### src/nrf_pkg.sv
`default_nettype none

package nrf_pkg;

  typedef logic [7:0] byte_t;  // one spi byte

  ////////////////////////////////////////
  // timing, clk cycles at 50 MHz
  localparam int SCK_HALF_CYCLES = 25;      // 1 MHz sck
  localparam int POWER_ON_CYCLES = 600000;  // 12 ms
  localparam int STANDBY_CYCLES  = 100000;  // 2 ms after ce rises
  localparam int CS_GAP_CYCLES   = 100;     // csn high between transactions
  localparam int POLL_GAP_CYCLES = 25000;   // 500 us between payload reads
  localparam int TICK_W          = $clog2(SCK_HALF_CYCLES);
  localparam int DELAY_W         = $clog2(POWER_ON_CYCLES);  // longest wait sets the width

  localparam byte_t RX_DATA_RESET = 8'h7E;

  ////////////////////////////////////////
  // nrf24l01 commands and register map
  localparam byte_t CMD_W_REGISTER   = 8'h20;  // 001a_aaaa
  localparam byte_t CMD_R_RX_PAYLOAD = 8'h61;
  localparam byte_t CMD_FLUSH_RX     = 8'hE2;
  localparam byte_t CMD_NOP          = 8'hFF;

  localparam logic [4:0] REG_CONFIG     = 5'h00;
  localparam logic [4:0] REG_EN_AA      = 5'h01;
  localparam logic [4:0] REG_EN_RXADDR  = 5'h02;
  localparam logic [4:0] REG_SETUP_AW   = 5'h03;
  localparam logic [4:0] REG_SETUP_RETR = 5'h04;
  localparam logic [4:0] REG_RF_CH      = 5'h05;
  localparam logic [4:0] REG_RF_SETUP   = 5'h06;
  localparam logic [4:0] REG_STATUS     = 5'h07;
  localparam logic [4:0] REG_RX_ADDR_P0 = 5'h0A;
  localparam logic [4:0] REG_RX_PW_P0   = 5'h11;

  localparam byte_t CONFIG_VALUE     = 8'h1F;  // crc 2 bytes, pwr_up, prim_rx
  localparam byte_t EN_AA_VALUE      = 8'h00;  // no auto ack
  localparam byte_t EN_RXADDR_VALUE  = 8'h01;  // pipe 0 only
  localparam byte_t SETUP_AW_VALUE   = 8'h03;  // 5 byte address
  localparam byte_t RF_CH_VALUE      = 8'h01;  // 2.401 GHz
  localparam byte_t RF_SETUP_VALUE   = 8'h07;  // 1 Mbps, 0 dBm
  localparam byte_t SETUP_RETR_VALUE = 8'h00;
  localparam byte_t STATUS_CLEAR     = 8'h40;  // clears rx_dr
  localparam byte_t RX_PW_P0_VALUE   = 8'h01;  // 1 byte payload
  localparam byte_t RX_ADDR_BYTE     = 8'hED;
  localparam int    RX_ADDR_BYTES    = 5;

  ////////////////////////////////////////
  // rom step layout and ctrl states
  localparam int STEP_W      = 5;
  localparam int ADDR_STEP   = 16;                             // after eight write pairs
  localparam int FLUSH_STEP  = ADDR_STEP + 1 + RX_ADDR_BYTES;
  localparam int STATUS_STEP = FLUSH_STEP + 1;
  localparam int CFG_STEPS   = STATUS_STEP + 3;                // status pair, then start_rx marker

  localparam logic [2:0] ST_POWER_ON = 3'd0;
  localparam logic [2:0] ST_LOAD     = 3'd1;
  localparam logic [2:0] ST_SHIFT    = 3'd2;
  localparam logic [2:0] ST_GAP      = 3'd3;
  localparam logic [2:0] ST_STANDBY  = 3'd4;

  typedef union packed {
    byte_t raw;           // opcode as sent
    struct packed {
      logic [2:0] prefix; // 001 for w_register
      logic [4:0] addr;
    } reg_access;
  } spi_cmd_u;

  typedef enum logic [1:0] {
    SEND,     // shift, drop the reply
    CAPTURE,  // shift, keep the reply
    START_RX  // raise ce, enter polling
  } step_kind_e;

endpackage

`default_nettype wire

### src/spi_byte_if.sv
`timescale 1ns/1ps
`default_nettype none

interface spi_byte_if import nrf_pkg::*; ();

  logic  start;    // one cycle pulse from ctrl
  byte_t tx_byte;  // held by ctrl while busy
  logic  busy;     // byte in flight
  logic  done;     // one cycle pulse, rx_byte valid
  byte_t rx_byte;  // byte shifted in from miso

  modport ctrl (
    output start,
    output tx_byte,
    input  busy,
    input  done,
    input  rx_byte
  );

  modport shifter (
    input  start,
    input  tx_byte,
    output busy,
    output done,
    output rx_byte
  );

endinterface

`default_nettype wire

### src/nrf_cmd_rom.sv
`timescale 1ns/1ps
`default_nettype none

module nrf_cmd_rom import nrf_pkg::*; (
  input  wire logic [STEP_W-1:0] step,
  output byte_t                  step_byte,
  output logic                   step_last,
  output step_kind_e             step_kind
);

  // w_register opcode, address dropped into the register view
  function automatic byte_t w_reg(input logic [4:0] addr);
    spi_cmd_u cmd;
    cmd.raw = CMD_W_REGISTER;
    cmd.reg_access.addr = addr;
    return cmd.raw;
  endfunction

  always_comb begin
    step_byte = CMD_NOP;  // nop also fills the capture step
    case (step) inside
      5'd0:  step_byte = w_reg(REG_CONFIG);
      5'd1:  step_byte = CONFIG_VALUE;
      5'd2:  step_byte = w_reg(REG_EN_AA);
      5'd3:  step_byte = EN_AA_VALUE;
      5'd4:  step_byte = w_reg(REG_EN_RXADDR);
      5'd5:  step_byte = EN_RXADDR_VALUE;
      5'd6:  step_byte = w_reg(REG_SETUP_AW);
      5'd7:  step_byte = SETUP_AW_VALUE;
      5'd8:  step_byte = w_reg(REG_RF_CH);
      5'd9:  step_byte = RF_CH_VALUE;
      5'd10: step_byte = w_reg(REG_RF_SETUP);
      5'd11: step_byte = RF_SETUP_VALUE;
      5'd12: step_byte = w_reg(REG_SETUP_RETR);
      5'd13: step_byte = SETUP_RETR_VALUE;
      5'd14: step_byte = w_reg(REG_RX_PW_P0);
      5'd15: step_byte = RX_PW_P0_VALUE;
      ADDR_STEP: step_byte = w_reg(REG_RX_ADDR_P0);
      [ADDR_STEP+1:ADDR_STEP+RX_ADDR_BYTES]: step_byte = RX_ADDR_BYTE;  // pipe 0 address, 5x ED
      FLUSH_STEP: step_byte = CMD_FLUSH_RX;
      STATUS_STEP: step_byte = w_reg(REG_STATUS);
      STATUS_STEP+1: step_byte = STATUS_CLEAR;
      CFG_STEPS: step_byte = CMD_R_RX_PAYLOAD;  // first polling step
      default: step_byte = CMD_NOP;
    endcase
  end

  always_comb begin
    case (step) inside
      [0:ADDR_STEP-1]: step_last = step[0];  // value byte closes each write pair
      ADDR_STEP+RX_ADDR_BYTES, FLUSH_STEP, STATUS_STEP+1, CFG_STEPS+1: step_last = 1'b1;
      default: step_last = 1'b0;
    endcase
  end

  always_comb begin
    case (step) inside
      CFG_STEPS-1: step_kind = START_RX;
      CFG_STEPS+1: step_kind = CAPTURE;    // reply to the nop is the payload
      default:     step_kind = SEND;
    endcase
  end

endmodule

`default_nettype wire

### src/spi_byte_shifter.sv
`timescale 1ns/1ps
`default_nettype none

module spi_byte_shifter import nrf_pkg::*; (
  input  wire logic   clk,
  input  wire logic   reset,
  spi_byte_if.shifter byte_port,
  input  wire logic   miso,
  output logic        sck,
  output logic        mosi
);

  logic [TICK_W-1:0] tick_cnt;  // clk cycles inside one sck half
  logic [3:0]        half_cnt;  // 16 halves per byte
  logic              half_end;
  byte_t             tx_shift;  // bit 7 is on mosi
  byte_t             rx_shift;

  assign half_end = byte_port.busy && (tick_cnt == TICK_W'(SCK_HALF_CYCLES - 1));

  always_ff @(posedge clk or posedge reset) begin
    if (reset) begin
      byte_port.busy <= 1'b0;
      byte_port.done <= 1'b0;
      tick_cnt       <= '0;
      half_cnt       <= '0;
      sck            <= 1'b0;
      mosi           <= 1'b0;
    end else begin
      byte_port.done <= 1'b0;
      if (!byte_port.busy) begin
        if (byte_port.start) begin
          byte_port.busy <= 1'b1;
          tick_cnt       <= TICK_W'(1);  // start cycle counts toward the first half
          half_cnt       <= '0;
          mosi           <= byte_port.tx_byte[7];  // msb set up ahead of first rise
        end
      end else if (half_end) begin
        tick_cnt <= '0;
        half_cnt <= half_cnt + 1'b1;
        sck      <= ~half_cnt[0];  // even halves end on a rise, odd on a fall
        if (half_cnt[0]) begin
          if (half_cnt == 4'd15) begin
            byte_port.busy <= 1'b0;
            byte_port.done <= 1'b1;
            mosi           <= 1'b0;  // rest low
          end else begin
            mosi <= tx_shift[6];  // next bit, sck going low
          end
        end
      end else begin
        tick_cnt <= tick_cnt + 1'b1;
      end
    end
  end

  always_ff @(posedge clk) begin
    if (!byte_port.busy && byte_port.start) begin
      tx_shift <= byte_port.tx_byte;
    end else if (half_end && half_cnt[0]) begin
      tx_shift <= {tx_shift[6:0], 1'b0};  // msb first
    end
    if (half_end && !half_cnt[0]) begin
      rx_shift <= {rx_shift[6:0], miso};  // sample on sck rise
    end
    if (half_end && half_cnt == 4'd15) begin
      byte_port.rx_byte <= rx_shift;  // all 8 rises taken
    end
  end

endmodule

`default_nettype wire

### src/nrf_rx_ctrl.sv
`timescale 1ns/1ps
`default_nettype none

module nrf_rx_ctrl import nrf_pkg::*; (
  input  wire logic         clk,
  input  wire logic         reset,
  spi_byte_if.ctrl          byte_port,
  output logic [STEP_W-1:0] step,
  input  wire byte_t        step_byte,
  input  wire logic         step_last,
  input  wire step_kind_e   step_kind,
  output logic              csn,
  output logic              ce,
  output byte_t             rx_data,
  output logic              payload_valid
);

  logic [2:0]         state;
  logic [DELAY_W-1:0] delay_cnt;   // shared by every wait
  logic               delay_done;
  logic               poll_end;    // current step is the capture nop
  logic               can_start;

  assign delay_done = (delay_cnt == '0);
  assign poll_end   = (step == STEP_W'(CFG_STEPS + 1));
  assign can_start  = (state == ST_LOAD) && (step_kind != START_RX) && !byte_port.busy;

  ////////////////////////////////////////
  // sequencing fsm
  always_ff @(posedge clk or posedge reset) begin
    if (reset) begin
      state           <= ST_POWER_ON;
      delay_cnt       <= DELAY_W'(POWER_ON_CYCLES - 1);
      step            <= '0;
      csn             <= 1'b1;
      ce              <= 1'b0;
      byte_port.start <= 1'b0;
      rx_data         <= RX_DATA_RESET;
      payload_valid   <= 1'b0;
    end else begin
      byte_port.start <= 1'b0;  // pulses
      payload_valid   <= 1'b0;
      case (state)
        ST_POWER_ON, ST_GAP, ST_STANDBY: begin
          if (delay_done) begin
            state <= ST_LOAD;
          end else begin
            delay_cnt <= delay_cnt - 1'b1;
          end
        end

        ST_LOAD: begin
          if (step_kind == START_RX) begin
            ce        <= 1'b1;  // rx mode from here on
            step      <= step + 1'b1;
            delay_cnt <= DELAY_W'(STANDBY_CYCLES - 2);  // ST_LOAD adds one cycle
            state     <= ST_STANDBY;
          end else if (can_start) begin
            csn             <= 1'b0;  // no-op inside a transaction
            byte_port.start <= 1'b1;
            state           <= ST_SHIFT;
          end
        end

        ST_SHIFT: begin
          if (byte_port.done) begin
            if (step_kind == CAPTURE) begin
              rx_data       <= byte_port.rx_byte;
              payload_valid <= 1'b1;
            end
            // polling pair repeats forever
            step <= poll_end ? STEP_W'(CFG_STEPS) : step + 1'b1;
            if (step_last) begin
              csn   <= 1'b1;  // end of transaction
              state <= ST_GAP;
              if (poll_end) begin
                delay_cnt <= DELAY_W'(POLL_GAP_CYCLES - 2);
              end else begin
                delay_cnt <= DELAY_W'(CS_GAP_CYCLES - 2);  // csn high for CS_GAP_CYCLES
              end
            end else begin
              state <= ST_LOAD;  // next byte, csn stays low
            end
          end
        end

        default: state <= ST_POWER_ON;
      endcase
    end
  end

  // tx byte only changes as a start goes out
  always_ff @(posedge clk) begin
    if (can_start) begin
      byte_port.tx_byte <= step_byte;
    end
  end

endmodule

`default_nettype wire

### src/nrf_rx_top.sv
`timescale 1ns/1ps
`default_nettype none

module nrf_rx_top import nrf_pkg::*; (
  input  wire logic clk,
  input  wire logic reset,
  input  wire logic miso,
  output logic      sck,
  output logic      csn,
  output logic      ce,
  output logic      mosi,
  output byte_t     rx_data,
  output logic      payload_valid
);

  spi_byte_if byte_bus ();  // ctrl to shifter

  logic [STEP_W-1:0] step;
  byte_t             step_byte;
  logic              step_last;
  step_kind_e        step_kind;

  nrf_rx_ctrl u_ctrl (
    .clk           (clk),
    .reset         (reset),
    .byte_port     (byte_bus.ctrl),
    .step          (step),
    .step_byte     (step_byte),
    .step_last     (step_last),
    .step_kind     (step_kind),
    .csn           (csn),
    .ce            (ce),
    .rx_data       (rx_data),
    .payload_valid (payload_valid)
  );

  nrf_cmd_rom u_rom (
    .step      (step),
    .step_byte (step_byte),
    .step_last (step_last),
    .step_kind (step_kind)
  );

  spi_byte_shifter u_shifter (
    .clk       (clk),
    .reset     (reset),
    .byte_port (byte_bus.shifter),
    .miso      (miso),
    .sck       (sck),
    .mosi      (mosi)
  );

endmodule

`default_nettype wire

### config.mk
export PLATFORM = sky130hd
export DESIGN_NAME = nrf_rx_top
export DESIGN_NICKNAME = d
export VERILOG_FILES = /design/src/nrf_pkg.sv /design/src/spi_byte_if.sv /design/src/nrf_cmd_rom.sv /design/src/spi_byte_shifter.sv /design/src/nrf_rx_ctrl.sv /design/src/nrf_rx_top.sv
export SDC_FILE = /design/constraint.sdc
export NUM_CORES = 1
export LEC_CHECK = 0
export BUFFER_PORTS_ARGS = -buffer_cell sky130_fd_sc_hd__buf_2
export CAP_MARGIN = 20
export CORE_MARGIN = 2
export CORE_UTILIZATION = 50
export DETAILED_ROUTE_END_ITERATION = 10
export PLACE_DENSITY = 0.65
export SLEW_MARGIN = 20
export SYNTH_ARGS = -nofsm -noshare
export SYNTH_HDL_FRONTEND = slang
export SYNTH_HIERARCHICAL = 1
export SYNTH_SLANG_ARGS = --single-unit
### constraint.sdc
create_clock -name clk -period 4 [get_ports clk]
set_input_delay 0.8 -clock clk [delete_from_list [all_inputs] [get_ports clk]]
set_output_delay 0.8 -clock clk [all_outputs]
set_load 0.01 [all_outputs]
# Yosys cells after proc, flatten, opt, wreduce, memory -nomap -nowiden
# Cells that the tools add are included.
# op_classes
addsub,4
order_cmp,4
n_eq_ne,42
mux,74
bitwise,1
n_reduce_logical,30
# op_table
operator,count
two-way mux 6 bit,16
two-way mux 20 bit,4
one-hot mux 20 bit (3 select lines),1
== test 5 bit (second input constant),9
== test 5 x 4 -> 1 bit (second input constant),8
two-way mux 8 bit,5
two-way mux 5 bit,6
two-way mux 1 bit,27
== test 5 x 3 -> 1 bit (second input constant),4
logical NOT 20 bit,1
subtractor 20 x 1 -> 20 bit (second input constant),1
OR reduction 17 bit,1
two-way mux 15 bit,1
two-way mux 7 bit,2
inequality test 2 bit (second input constant),7
two-way mux 3 bit,4
two-way mux 4 bit,3
AND reduction 3 bit,4
adder 5 x 1 -> 5 bit (second input constant),2
== test 5 x 2 -> 1 bit (second input constant),2
one-hot mux 5 bit (2 select lines),1
AND reduction 5 bit,2
logical AND 1 bit,9
one-hot mux 3 bit (3 select lines),1
25 further kinds,34
# totals
ff_bits,84
input_bits,3
out_inout_bits,13
wordCells,174

# Logic depth before layout (Yosys ltp)
# Gate-level depths: netlist of the first run.
# depth
word_depth,22
mapped_depth,10
depth_no_buf,8

# Cells and area by module
# The synthesis of the first run kept the hierarchy.
# by_module_without_submodules
module,n_inst,cells_each,area_per_inst_um2,seq_area_each_um2
nrf_rx_ctrl,1,231,2411.1,1266.2
spi_byte_shifter,1,101,1492.7,1016.0
nrf_cmd_rom,1,59,396.6,0.0

# Worst setup path before layout of the first run
# OpenSTA, ideal clock, no wires.
# synth_path
path_kind,reg-to-reg
startpoint,register u_ctrl.step[3]
endpoint,register u_ctrl.byte_port.tx_byte[0] (enable)
setup_ns,0.400
arrival_time_ns,2.141
required_ns,3.600
slack_ns,1.458
stages_incl_launch_ff,6
path_buffers,1
synth_period_minus_slack_ns,2.542
path_cell_list,dfrtp_1 buf_4 and2_1 and3_1 nor2b_1 nor4_1
# synth_via
word_cells_on_any_way,7
cone_classes,eq/ne (3); mux (2); reduce/logical (2)
# synth_lines
item,line_no,source
start: declaration,nrf_rx_ctrl.sv:8,"output logic [STEP_W-1:0] step,"
start signal: assignment,nrf_rx_ctrl.sv:55,step <= step + 1'b1;
start signal: assignment,nrf_rx_ctrl.sv:72,step <= poll_end ? STEP_W'(CFG_STEPS) : step + 1'b1;
== test 5 bit (no source line),--,
two-way mux 2 bit,nrf_cmd_rom.sv:57,case (step) inside
net step_kind[1],nrf_rx_top.sv:21,step_kind_e step_kind;
inequality test 2 bit,nrf_rx_ctrl.sv:26,assign can_start = (state == ST_LOAD) && (step_kind != START_RX) && !byte_port.busy;
logical AND 1 bit (2 in series),nrf_rx_ctrl.sv:26,
net u_ctrl.can_start,nrf_rx_ctrl.sv:22,logic can_start;
end signal: assignment,nrf_rx_ctrl.sv:95,byte_port.tx_byte <= step_byte;
end: declaration,spi_byte_if.sv:14,"output tx_byte,"
# The timed path passes the listed nets, and every way through them passes these cells.
# A chain may end at the register's enable or synchronous reset.

# Worst setup path after layout of the first run
# layout_path
startpoint,register u_ctrl.step[2]
endpoint,register u_ctrl.delay_cnt[14]
# layout_via
elab_chain_len,6
word_cells_on_any_way,21
cone_classes,order compare (2); eq/ne (8); mux (8); reduce/logical (3)
# layout_rtl
item,line_no,source
== test 5 bit (no source line),--,
OR reduction 4 bit,nrf_cmd_rom.sv:49,case (step) inside
two-way mux 1 bit,nrf_cmd_rom.sv:49,
two-way mux 1 bit (*),nrf_cmd_rom.sv:49,
net step_last,nrf_rx_top.sv:20,logic step_last;
inequality test 2 bit (no source line) (*),--,
AND reduction 5 bit (no source line) (*),--,
end signal: assignment,nrf_rx_ctrl.sv:33,delay_cnt <= DELAY_W'(POWER_ON_CYCLES - 1);
end signal: assignment,nrf_rx_ctrl.sv:48,delay_cnt <= delay_cnt - 1'b1;
end signal: assignment,nrf_rx_ctrl.sv:56,delay_cnt <= DELAY_W'(STANDBY_CYCLES - 2);
end: declaration,nrf_rx_ctrl.sv:19,logic [DELAY_W-1:0] delay_cnt;
# The timed path passes the listed nets; every way through them passes the cells marked *. The select of a mux whose other input is x is not followed.

==> qor.yml, run 1 <==
critical_path:
  critPathLaunchType: "register"
  worst_path_max_delay_cell: "dfrtp_1"
  crit_family: "compound AO/OA/AOI/OAI gates"
  crit_path_frequent_cell: "o22ai_1"
  crit_cells: 9
  worstPathMaxFanout: 23
  critPathArrivalTime_ns: 2.95
  crit_chain: "nor2b_1 > a221oi_1 > o22ai_1 > a21oi_1 > nor2_1 > o22ai_1 > buf_4 > nand2b_2 > o21ai_0"
  critical_path_required_ns: 4.23
  cp-end-kind: "register"
  worst_r2r_path_depth: 9
  critical_path.reg2reg.startpoint: "u_ctrl/step[2]$_DFFE_PP0P_"
  cp_slowest_stage_delay_ns: 0.79
  path_buf_inv: 1
  worstSetupPathType: "reg -> reg"
  setup.worst_path.start: "u_ctrl/step[2]$_DFFE_PP0P_"
min_path:
  hold_start: "u_shifter/rx_shift[7]$_DFFE_PP_"
  hold_path_depth: 0
  hold_path.class: "reg -> reg"
die:
  number_of_placement_rows: 33
  floorplan.die.height_um: 96.7
  die-area_sq_um: 9360
  floorplan.initialDensity: 0.521
  design.core.area_sq_um: 8260
  ios: 16
  dieWidth_um: 96.7
sta:
  max_freq_mhz: 367
  timing.final.setup_violations: 0
  rsz0062_at_grt: "no"
  timing.final.crit_period_ns: 2.72
  maxSlewHeadroom: 0.411
  layout_worst_path_cycle_share: 0.681
  final-hold-violation-count: 0
  final_critical_path_setup_slack_ns: 1.28
  worst_hold_slack_ns: 0.432
  worst_setup_skew_after_layout_ns: 0.0130
  slew_violations: 0
  fin_setup_tns_ns: 0
  tightest_slew_ns: 0.881
clock_tree:
  cts.repair_timing.setup_buffer_count: 0
  cts_tree: "done"
  maximum_level_of_the_cts_h_tree: 3
  cts_root_cell: "clkbuf_8"
  cts_hold_buffers: 0
  ctsResizeCount: 0
  worstSkewPairLatency_ns: 0.36
  clock-sinks: 84
  cts-root-to-sink-buffers: 2
  cts_made_buffers: 9
  clk_pin_slew_ns: 0.10
synthesis:
  post-synth-top-area-fraction: 0.216
  synthesis.nets: 399
  compound_gate_fraction_of_synth_area: 0.184
  avgSynthCellArea_sq_um: 11.0
  synth_top_cells_by_count: "33 x dfrtp_1, 31 x edfxtp_1, 28 x nor2_1"
  synth-seq-cells: 84
  ys_types: 61
  synth.top_cells.by_area: "edfxtp_1 22%, dfrtp_1 19%, dfstp_2 12%"
  postSynth.asyncResetShare: 0.631
  syn_area_sq_um: 4300
  synthesized_area_fraction_occupied_by_adder_cells: 0.0145
  synthXorXnorAreaFrac: 0.00815
  synth_ff_type: "dfrtp_1"
  synth_enable_flop_cells: 31
  synthDominantAreaCellType: "edfxtp_1"
  yosysWarnings: 6
  synthMuxAreaShare: 0.0489
  synth_most_common_cell: "dfrtp_1"
  largest_family_of_logic_cells_by_synthesized_area: "compound AO/OA/AOI/OAI gates"
  synth_seq_area_share: 0.531
  synthesis.instances: 391
  synth-simple-area-share: 0.160
global_route:
  initial_antenna_violation_count: 0
  global_route.usage.total: 0.188
  grt_start_max_net_pins: 41
  globalRouteOverflowTotal: 0
  grt_pass1_vias: 2990
  wire_length_of_the_first_global_routing_pass_mm: 14.5
route:
  drt_pre_antenna_iters: 5
  detail_route.drc_violations: 0
  total_via_count_in_the_routed_design: 3112
  route.detailed.wl_per_inst_um: 16.6
  drt-vias-per-instance: 6.11
  initialDrtViolationCount: 209
  antenna_left: 0
  routed_wirelength_mm: 8.44
place:
  place_hpwl_mm: 5.42
  placedCellCount: 493
  pre_cts_ws_ns: 1.34
  io_buffer_count: 15
  place_congestion: 0.898
power_and_ir_drop:
  vdd_ir_drop_max_mv: 0.226
  power.leakage_nw: 1.72
  design_power_total_mw: 1.51
  power_density_nw_per_um2: 330
final_layout:
  stdcell_count: 509
  syn2layout_area_growth_pct: 6.37
  fraction_of_final_layout_cells_with_drive_strength_greater_than_1: 0.205
  multi_input_comb_area_sq_um: 1790
  fillerInstances: 710
  finalNetCount: 407
  antenna_cells: 0
  ff_latch_area_sq_um: 2280
status:
  outcome: "complete, no violations"
flow_run:
  max_cap_viol_count: 0
[kinds of logic (layout without fill, tap and decap cells)]
| logic type | after synthesis | after routing |
|---|---|---|
| xor+xnor | 4 | 4 |
| fa+ha+maj | 5 | 5 |
| buf+inv | 40 | 53 |
| mux | 19 | 19 |
| simple gates | 116 | 116 |
| compound gates | 123 | 123 |
| flops | 84 | 84 |
[metrics by stage]
stage / utilization / instance area (sq um)
floorplan: - / 4300
global placement: 0.529 / 4370
detailed placement: 0.529 / 4370
CTS: 0.554 / 4570
global route: 0.554 / 4570
finish: 0.554 / 4570
[sequential cells by signal, summed over array words and instances (netlist names)]
signal	cells
u_shifter/sck	1
u_ctrl/byte_port.start	1
u_shifter/half_cnt	4
u_shifter/byte_port.rx_byte	8
u_ctrl/payload_valid	1
u_ctrl/delay_cnt	20
u_shifter/mosi	1
u_shifter/tick_cnt	5
u_shifter/tx_shift	7
u_ctrl/rx_data	8
u_ctrl/step	5
u_ctrl/byte_port.tx_byte	8
u_shifter/byte_port.done	1
u_shifter/rx_shift	8
u_ctrl/csn	1
u_shifter/byte_port.busy	1
u_ctrl/state	3
u_ctrl/ce	1
[power by group]
group | switching, mW | leakage (nW) | internal [mW] | total, mW
clock network | 0.359 | 0.104 | 0.250 | 0.609
registers | 0 | 0.877 | 0.888 | 0.888
logic | 0.0109 | 0.742 | 0.00147 | 0.0124
[path summary, 6_finish.rpt]
path | to | slack (ns)
max | u_ctrl/delay_cnt[14]$_DFFE_PP0P_ | 1.28
min | u_shifter/byte_port.rx_byte[7]$_DFFE_PP_ | 0.43
max reg2reg | u_ctrl/delay_cnt[14]$_DFFE_PP0P_ | 1.28
min reg2reg | u_shifter/byte_port.rx_byte[7]$_DFFE_PP_ | 0.43
max in group asynchronous | u_ctrl/delay_cnt[16]$_DFFE_PP1P_ | 3.04
min in group asynchronous | u_shifter/tick_cnt[2]$_DFFE_PP0P_ | 0.49
[layout by cell type (no fill, tap or decap), types with 3 or more instances in the layout]
cell type	n
o211ai_1	6
dfstp_2	20
buf_4	3
nand2b_1	3
mux2_1	6
nand4b_1	3
nand3b_1	3
mux2i_1	3
nand4_1	4
and3_1	3
clkbuf_8	9
and2_1	3
edfxtp_1	31
inv_8	4
o21ai_0	14
mux2_2	10
nor3_2	4
nor2_1	28
ha_1	5
inv_1	18
nor3_1	8
o22ai_1	4
dfrtp_1	33
o31ai_1	10
nand2_1	13
a31oi_1	19
a21oi_2	3
a21oi_1	21
a21o_1	9
o21ai_1	20
nor4_1	4
nand3_1	17
buf_2	15
or3_1	3
nor2b_1	9
[per-layer routing]
metal | GRT usage | routed length (um)
met4 | 0.0704 | 122
met2 | 0.285 | 3890
met5 | 0 | 0
met3 | 0.0303 | 434
met1 | 0.275 | 3990
[cell type report]
cell class	instances	share of cell area
timing repair buffer	18	0.0213
multi-input combinational	267	0.391
inverter	19	0.0161
clock buffer	9	0.0271
sequential	84	0.499
tap	105	0.0287
clock inverter	7	0.0172
[worst reg2reg max path: stages, from the launching register on]
cell	delay [ns]
dfrtp_1	0.79
nor2b_1	0.15
a221oi_1	0.34
o22ai_1	0.18
a21oi_1	0.16
nor2_1	0.05
o22ai_1	0.13
buf_4	0.27
nand2b_2	0.37
o21ai_0	0.15
Power figures use the tool's default switching activity.
==> inputs of run 2 (changes only) <==
Clock period 4 ns to 2.6 ns, I/O delays scaled along.
==> run 2 against run 1 <==
Global-route usage grew 0.72 points. Wire length grew 2.3%. Final cell count grew 3.9%. Highest routed layer unchanged. Clock power grew 89%. Critical path depth shrank 4. Final area grew 4.3%. Clock-buffer cell count is the same. Sequential share of layout area shrank 2.1 points. Utilization grew 2.4 points. Die area is the same. Clock skew shrank 0.0020 ns. Register-to-register slack lost 1.1 ns.
==> qor.yml, run 2 (same netlist as run 1, synthesis figures left out) <==
status:
  outcome: "complete, no violations"
critical_path:
  worstSetupPathType: "reg -> reg"
  critPathLaunchType: "register"
  cp-end-kind: "register"
  r2r_slack_ns: 0.16  # -1.12 ns
  worst_r2r_path_depth: 5  # -4
  critPathArrivalTime_ns: 2.67  # -0.28 ns
  critical_path.reg2reg.startpoint: "u_ctrl/delay_cnt[2]$_DFFE_PP1P_"
  critical_path_required_ns: 2.83  # -1.40 ns
  endpoint_of_the_lowest_slack_register_to_register_path: "u_ctrl/delay_cnt[14]$_DFFE_PP0P_"
  worstPathMaxFanout: 14  # -39%
final_layout:
  fillerInstances: 685  # -3.5%
  syn2layout_area_growth_pct: 11.0
  fraction_of_final_layout_cells_with_drive_strength_greater_than_1: 0.243  # +0.0375
  finalNetCount: 427  # +4.9%
  mostFrequentLayoutCell: "dfrtp_1"
  register_with_the_most_flip_flops: "u_ctrl/delay_cnt"
  antenna_cells: 0  # unchanged
  most-common-layout-cells: "33 x dfrtp_1, 31 x edfxtp_1, 28 x nor2_1"
  largest_reg_flops: 20  # unchanged
  design_area_sq_um: 4770  # +4.3%
route:
  drt-vias-per-instance: 6.00  # -1.9%
  drt_pre_antenna_iters: 4  # -1
  antenna_left: 0  # unchanged
  routed_wirelength_mm: 8.63  # +2.3%
  total_via_count_in_the_routed_design: 3172  # +1.9%
  detail_route.drc_violations: 0  # unchanged
  initialDrtViolationCount: 157  # -25%
  route.detailed.wl_per_inst_um: 16.3  # -1.6%
flow_run:
  max_cap_viol_count: 0  # unchanged
clock_tree:
  cts_made_buffers: 9  # unchanged
  ctsResizeCount: 0  # unchanged
  cts-root-to-sink-buffers: 2  # unchanged
  maximum_level_of_the_cts_h_tree: 3  # unchanged
  cts_root_cell: "clkbuf_8"
  cts.repair_timing.setup_buffer_count: 0  # unchanged
  clock-sinks: 84  # unchanged
  cts_tree: "done"
  cts_hold_buffers: 0  # unchanged
  worstSkewPairLatency_ns: 0.36  # about the same
  clk_pin_slew_ns: 0.09  # about the same
sta:
  tightest_slew_ns: 0.665  # -0.216 ns
  slew_violations: 0  # unchanged
  maxSlewHeadroom: 0.557  # +0.146
  final-hold-violation-count: 0  # unchanged
  layout_worst_path_cycle_share: 0.939  # +0.258
  max_freq_mhz: 410  # +12%
  timing.final.crit_period_ns: 2.44  # -0.283 ns
  worst_setup_skew_after_layout_ns: 0.0110  # -0.00199 ns
  rsz0062_at_grt: "no"
  fin_setup_tns_ns: 0  # unchanged
  timing.final.setup_violations: 0  # unchanged
power_and_ir_drop:
  power.leakage_nw: 1.85  # +7.3%
  vdd_ir_drop_max_mv: 0.388  # +71%
  power_density_nw_per_um2: 532  # +61%
global_route:
  global_route.usage.total: 0.196  # +0.00723
  initial_antenna_violation_count: 0  # unchanged
  globalRouteOverflowTotal: 0  # unchanged
  grt_start_max_net_pins: 41  # unchanged
  grt_pass1_vias: 3175  # +6.2%
  wire_length_of_the_first_global_routing_pass_mm: 15.1  # +4.2%
die:
  die-area_sq_um: 9360  # unchanged
  ios: 16  # unchanged
  floorplan.initialDensity: 0.521  # unchanged
  design.core.area_sq_um: 8260  # unchanged
  dieWidth_um: 96.7  # unchanged
  number_of_placement_rows: 33  # unchanged
  floorplan.die.height_um: 96.7  # unchanged
place:
  place_congestion: 0.887  # -1.3%
  dpl-instance-area_sq_um: 4520  # +3.4%
  io_buffer_count: 15  # unchanged
  place_hpwl_mm: 5.84  # +7.7%
min_path:
  hold_path.class: "in -> async"
## run 2: cell count changes in the layout (fill, tap and decap cells not counted)
cell,before,now
clkinv_4,2,0
buf_4,3,23
inv_6,0,3
clkinv_8,1,0
inv_8,4,1
bufinv_16,0,3
## run 2: worst max path at each step
stage                               startpoint                                     to  slack, ns
6_report       u_ctrl/delay_cnt[2]$_DFFE_PP1P_       u_ctrl/delay_cnt[14]$_DFFE_PP0P_       0.16
5_1_grt             u_ctrl/step[2]$_DFFE_PP0P_       u_ctrl/delay_cnt[15]$_DFFE_PP0P_       0.04
4_1_cts        u_ctrl/delay_cnt[2]$_DFFE_PP1P_       u_ctrl/delay_cnt[14]$_DFFE_PP0P_       0.19
3_5_place_dp   u_ctrl/delay_cnt[2]$_DFFE_PP1P_       u_ctrl/delay_cnt[14]$_DFFE_PP0P_       0.22
3_3_place_gp   u_ctrl/delay_cnt[2]$_DFFE_PP1P_        u_ctrl/delay_cnt[2]$_DFFE_PP1P_       0.32
2_1_floorplan       u_ctrl/step[3]$_DFFE_PP0P_  u_ctrl/byte_port.tx_byte[0]$_DFFE_PP_       0.06
## run 2: critical path: stages, from the launching register on
cell,delay [ns]
dfstp_2,0.39
or4_4,0.57
nor4_4,0.53
nand4_2,0.31
nand2b_2,0.36
o21ai_0,0.15
## run 2: area by class of cell
| cell class | count | area, sq um | share of cell area |
|---|---|---|---|
| flip-flops and latches | 84 | 2280 | 0.478 |
| multi-input cells | 267 | 1790 | 0.374 |
| repair buffers | 38 | 248 | 0.0519 |
| well taps | 105 | 131 | 0.0275 |
| clock inverters | 7 | 128 | 0.0267 |
| clock buffers | 9 | 124 | 0.0260 |
| inverters | 19 | 73.8 | 0.0155 |
## run 2: per-layer routing
layer	track usage	wire length, um
met4	0.0748	126
met3	0.0412	265
met5	0	0
met1	0.259	3940
met2	0.317	4300
## run 2: power breakdown
group          leakage (nW)  internal [mW]  total [mW]  switching [mW]
registers             0.877           1.37        1.37               0
clock network         0.127          0.655        1.15           0.499
logic                 0.845        0.00227      0.0191          0.0169
## run 2: stage by stage
step | worst slack, ns | total power [mW] | instances | util | hold WS [ns]
after floorplan | 0.0582 | 1.40 | 391 | - | 0.397
after global placement | 0.319 | 1.41 | 513 | 0.548 | 0.407
after detailed placement | 0.224 | 1.41 | 513 | 0.548 | 0.417
after CTS | 0.189 | 2.58 | 529 | 0.578 | 0.217
after global routing | 0.0448 | 2.63 | 529 | 0.578 | 0.248
final | 0.160 | 2.54 | 529 | 0.578 | 0.204
==> inputs of run 3 (changes only) <==
Settings changed: ABC_AREA set to 1.
==> run 3 against run 2 <==
Total power shrank 9.1%. Critical endpoint is now u_ctrl/delay_cnt[18]$_DFFE_PP0P_. Sequential power is essentially flat. Via count grew 9.4%. Highest routed layer unchanged. Wire length grew 4.3%. First-iteration DRC count grew 55%. Setup slack gained 0.29 ns. Flip-flop and latch count is the same. Clock power shrank 20%. Synthesized cell count grew 38%. Critical path depth grew 7.
==> qor.yml, run 3 <==
global_route:
  grt_start_max_net_pins: 41  # unchanged
  grt_util_met1: 0.289  # +0.0301
  grt_use_met3: 0.0274  # -0.0138
  grt_busiest_layer: "met2"
  wire_length_of_the_first_global_routing_pass_mm: 15.9  # +5.4%
  grt_pass1_vias: 3326  # +4.8%
  initial_antenna_violation_count: 0  # unchanged
  global_route.usage.total: 0.198  # +0.00278
  grtUsageMet2: 0.308  # -0.00910
  globalRouteOverflowTotal: 0  # unchanged
place:
  pre_cts_ws_ns: 0.471  # +0.247 ns
  placedCellCount: 658  # +28%
  place_congestion: 0.853  # -3.8%
  place_hpwl_mm: 6.63  # +13%
  io_buffer_count: 15  # unchanged
power_and_ir_drop:
  power_density_nw_per_um2: 471  # -11%
  vdd_ir_drop_max_mv: 0.328  # -15%
  power.leakage_nw: 2.42  # +31%
  design_power_total_mw: 2.31  # -9.1%
die:
  floorplan.die.height_um: 99.3  # +2.7%
  dieWidth_um: 99.3  # +2.7%
  die-area_sq_um: 9870  # +5.4%
  ios: 16  # unchanged
  floorplan.initialDensity: 0.519  # -0.00220
  number_of_placement_rows: 34  # +3.0%
  design.core.area_sq_um: 8760  # +6.1%
critical_path:
  critical_path_required_ns: 2.82  # about the same
  critPathLaunchType: "register"
  crit_path_end: "u_ctrl/delay_cnt[18]$_DFFE_PP0P_"
  critical_path.reg2reg.startpoint: "u_ctrl/step[1]$_DFFE_PP0P_"
  critPathArrivalTime_ns: 2.37  # -0.30 ns
  worstSetupPathType: "reg -> reg"
  r2r_slack_ns: 0.45  # +0.29 ns
  worst_r2r_path_depth: 12  # +7
  endpoint_of_the_lowest_slack_register_to_register_path: "u_ctrl/delay_cnt[18]$_DFFE_PP0P_"
  worstPathMaxFanout: 27  # +13
  setup.worst_path.start: "u_ctrl/step[1]$_DFFE_PP0P_"
  cp-end-kind: "register"
synthesis:
  post-synth-top-area-fraction: 0.205  # -0.0116
  postSynth.asyncResetShare: 0.631  # unchanged
  avgSynthCellArea_sq_um: 8.42  # -23%
  synthesis.nets: 548  # +37%
  ys_types: 38  # -38%
  synth_top_cells_by_count: "160 x nand2_1, 68 x nor2_1, 59 x inv_1"
  synth_ff_type: "dfrtp_1"
  synth.top_cells.by_area: "edfxtp_1 20%, dfrtp_1 18%, nand2_1 13%"
  synth-seq-cells: 84  # unchanged
  synth_most_common_cell: "nand2_1"
  synth_seq_area_share: 0.502  # -0.0285
  syn_area_sq_um: 4540  # +5.7%
  synthesis.instances: 540  # +38%
  synth_enable_flop_cells: 31  # unchanged
  synthDominantAreaCellType: "edfxtp_1"
  yosysWarnings: 6  # unchanged
route:
  drt_pre_antenna_iters: 4  # unchanged
  drt-vias-per-instance: 5.15  # -14%
  initialDrtViolationCount: 243  # +55%
  total_via_count_in_the_routed_design: 3470  # +9.4%
  routed_wirelength_mm: 9.00  # +4.3%
  antenna_left: 0  # unchanged
  route.detailed.wl_per_inst_um: 13.4  # -18%
  detail_route.drc_violations: 0  # unchanged
final_layout:
  mostFrequentLayoutCell: "nand2_1"
  register_with_the_most_flip_flops: "u_ctrl/delay_cnt"
  multi_input_comb_area_sq_um: 1940  # +8.3%
  fillerInstances: 803  # +17%
  ff_latch_area_sq_um: 2280  # unchanged
  syn2layout_area_growth_pct: 7.82
  stdcell_count: 674  # +27%
  most-common-layout-cells: "160 x nand2_1, 68 x nor2_1, 59 x inv_1"
  fraction_of_final_layout_cells_with_drive_strength_greater_than_1: 0.175  # -0.0680
  antenna_cells: 0  # unchanged
  largest_reg_flops: 20  # unchanged
  finalNetCount: 569  # +33%
sta:
  worst_setup_skew_after_layout_ns: 0.0106  # -0.000447 ns
  slew_violations: 0  # unchanged
  timing.final.setup_violations: 0  # unchanged
  final_critical_path_setup_slack_ns: 0.445  # +0.285 ns
  fin_setup_tns_ns: 0  # unchanged
  max_freq_mhz: 464  # +13%
  maxSlewHeadroom: 0.560  # +0.00339
  tightest_slew_ns: 0.658  # -0.00758 ns
  worst_hold_slack_ns: 0.183  # -0.0204 ns
  timing.final.crit_period_ns: 2.15  # -0.285 ns
  final-hold-violation-count: 0  # unchanged
  rsz0062_at_grt: "no"
  layout_worst_path_cycle_share: 0.829  # -0.110
clock_tree:
  ctsResizeCount: 0  # unchanged
  cts.repair_timing.setup_buffer_count: 0  # unchanged
  cts-root-to-sink-buffers: 2  # unchanged
  clock-sinks: 84  # unchanged
  cts_root_cell: "clkbuf_8"
  maximum_level_of_the_cts_h_tree: 3  # unchanged
  worstSkewPairLatency_ns: 0.36  # about the same
  cts_hold_buffers: 0  # unchanged
  cts_made_buffers: 9  # unchanged
  cts_tree: "done"
  clk_pin_slew_ns: 0.10  # about the same
flow_run:
  max_cap_viol_count: 0  # unchanged
status:
  outcome: "complete, no violations"
min_path:
  hold_path.class: "in -> async"
## run 3: cell count changes after synthesis, moves of 9 or more
cell	before	now
o21ai_0	14	26
nor2_1	28	68
nor2b_1	9	0
o31ai_1	10	0
a31oi_1	19	0
nand3_1	17	40
a21oi_1	21	8
nand2_1	13	160
a21o_1	9	0
o21ai_1	20	5
inv_1	18	59
## run 3: layout make-up
type	instances	share of cell area
Sequential cell	84	0.466
Clock buffer	9	0.0253
Inverter	65	0.0498
Clock inverter	7	0.0151
Timing Repair Buffer	19	0.0215
Multi-Input combinational cell	382	0.395
Tap cell	108	0.0276
## run 3: cell families after synthesis
family | share of synthesized area
compound gates | 0.0515
xor+xnor | 0.0154
fa+ha+maj | 0.0138
buf+inv | 0.0719
flops | 0.502
mux | 0.0372
simple gates | 0.308
## run 3: worst min-delay path by stage
| stage | endpoint |
|---|---|
| 2_1_floorplan | u_shifter/byte_port.busy$_DFF_PP0_ |
| 3_3_place_gp | u_shifter/byte_port.rx_byte[7]$_DFFE_PP_ |
| 3_5_place_dp | u_shifter/byte_port.rx_byte[7]$_DFFE_PP_ |
| 4_1_cts | u_shifter/tick_cnt[4]$_DFFE_PP0P_ |
| 5_1_grt | u_shifter/sck$_DFFE_PP0P_ |
| 6_report | u_shifter/sck$_DFFE_PP0P_ |
## run 3: critical path, cell delays in order, from the launching register on
cell and delay, ns:
dfrtp_1 0.51, nor2_1 0.31, nand3_1 0.14, nand2_1 0.13, a211oi_1 0.05, a21oi_1 0.14, nand2_1 0.06, nand2_1 0.09
nand3_1 0.10, inv_1 0.10, o21ai_4 0.19, nand2_1 0.10, o21ai_0 0.08
## run 3: per-stage QoR
stage	util	area (sq um)
after floorplan	-	4540
after global placement	0.537	4700
after detailed placement	0.537	4700
after CTS	0.559	4900
after global routing	0.559	4900
final	0.559	4900
## run 3: metal layers
metal	up-vias	wire (um)
met5	-	0
met4	0	82
met3	8	288
met2	67	4150
met1	1613	4480
li1	1782	-
## run 3: power by group
group | switching [mW] | internal, mW | total [mW]
registers | 0 | 1.37 | 1.37
clock network | 0.543 | 0.379 | 0.922
logic | 0.0165 | 0.00225 | 0.0187
total | 0.559 | 1.75 | 2.31
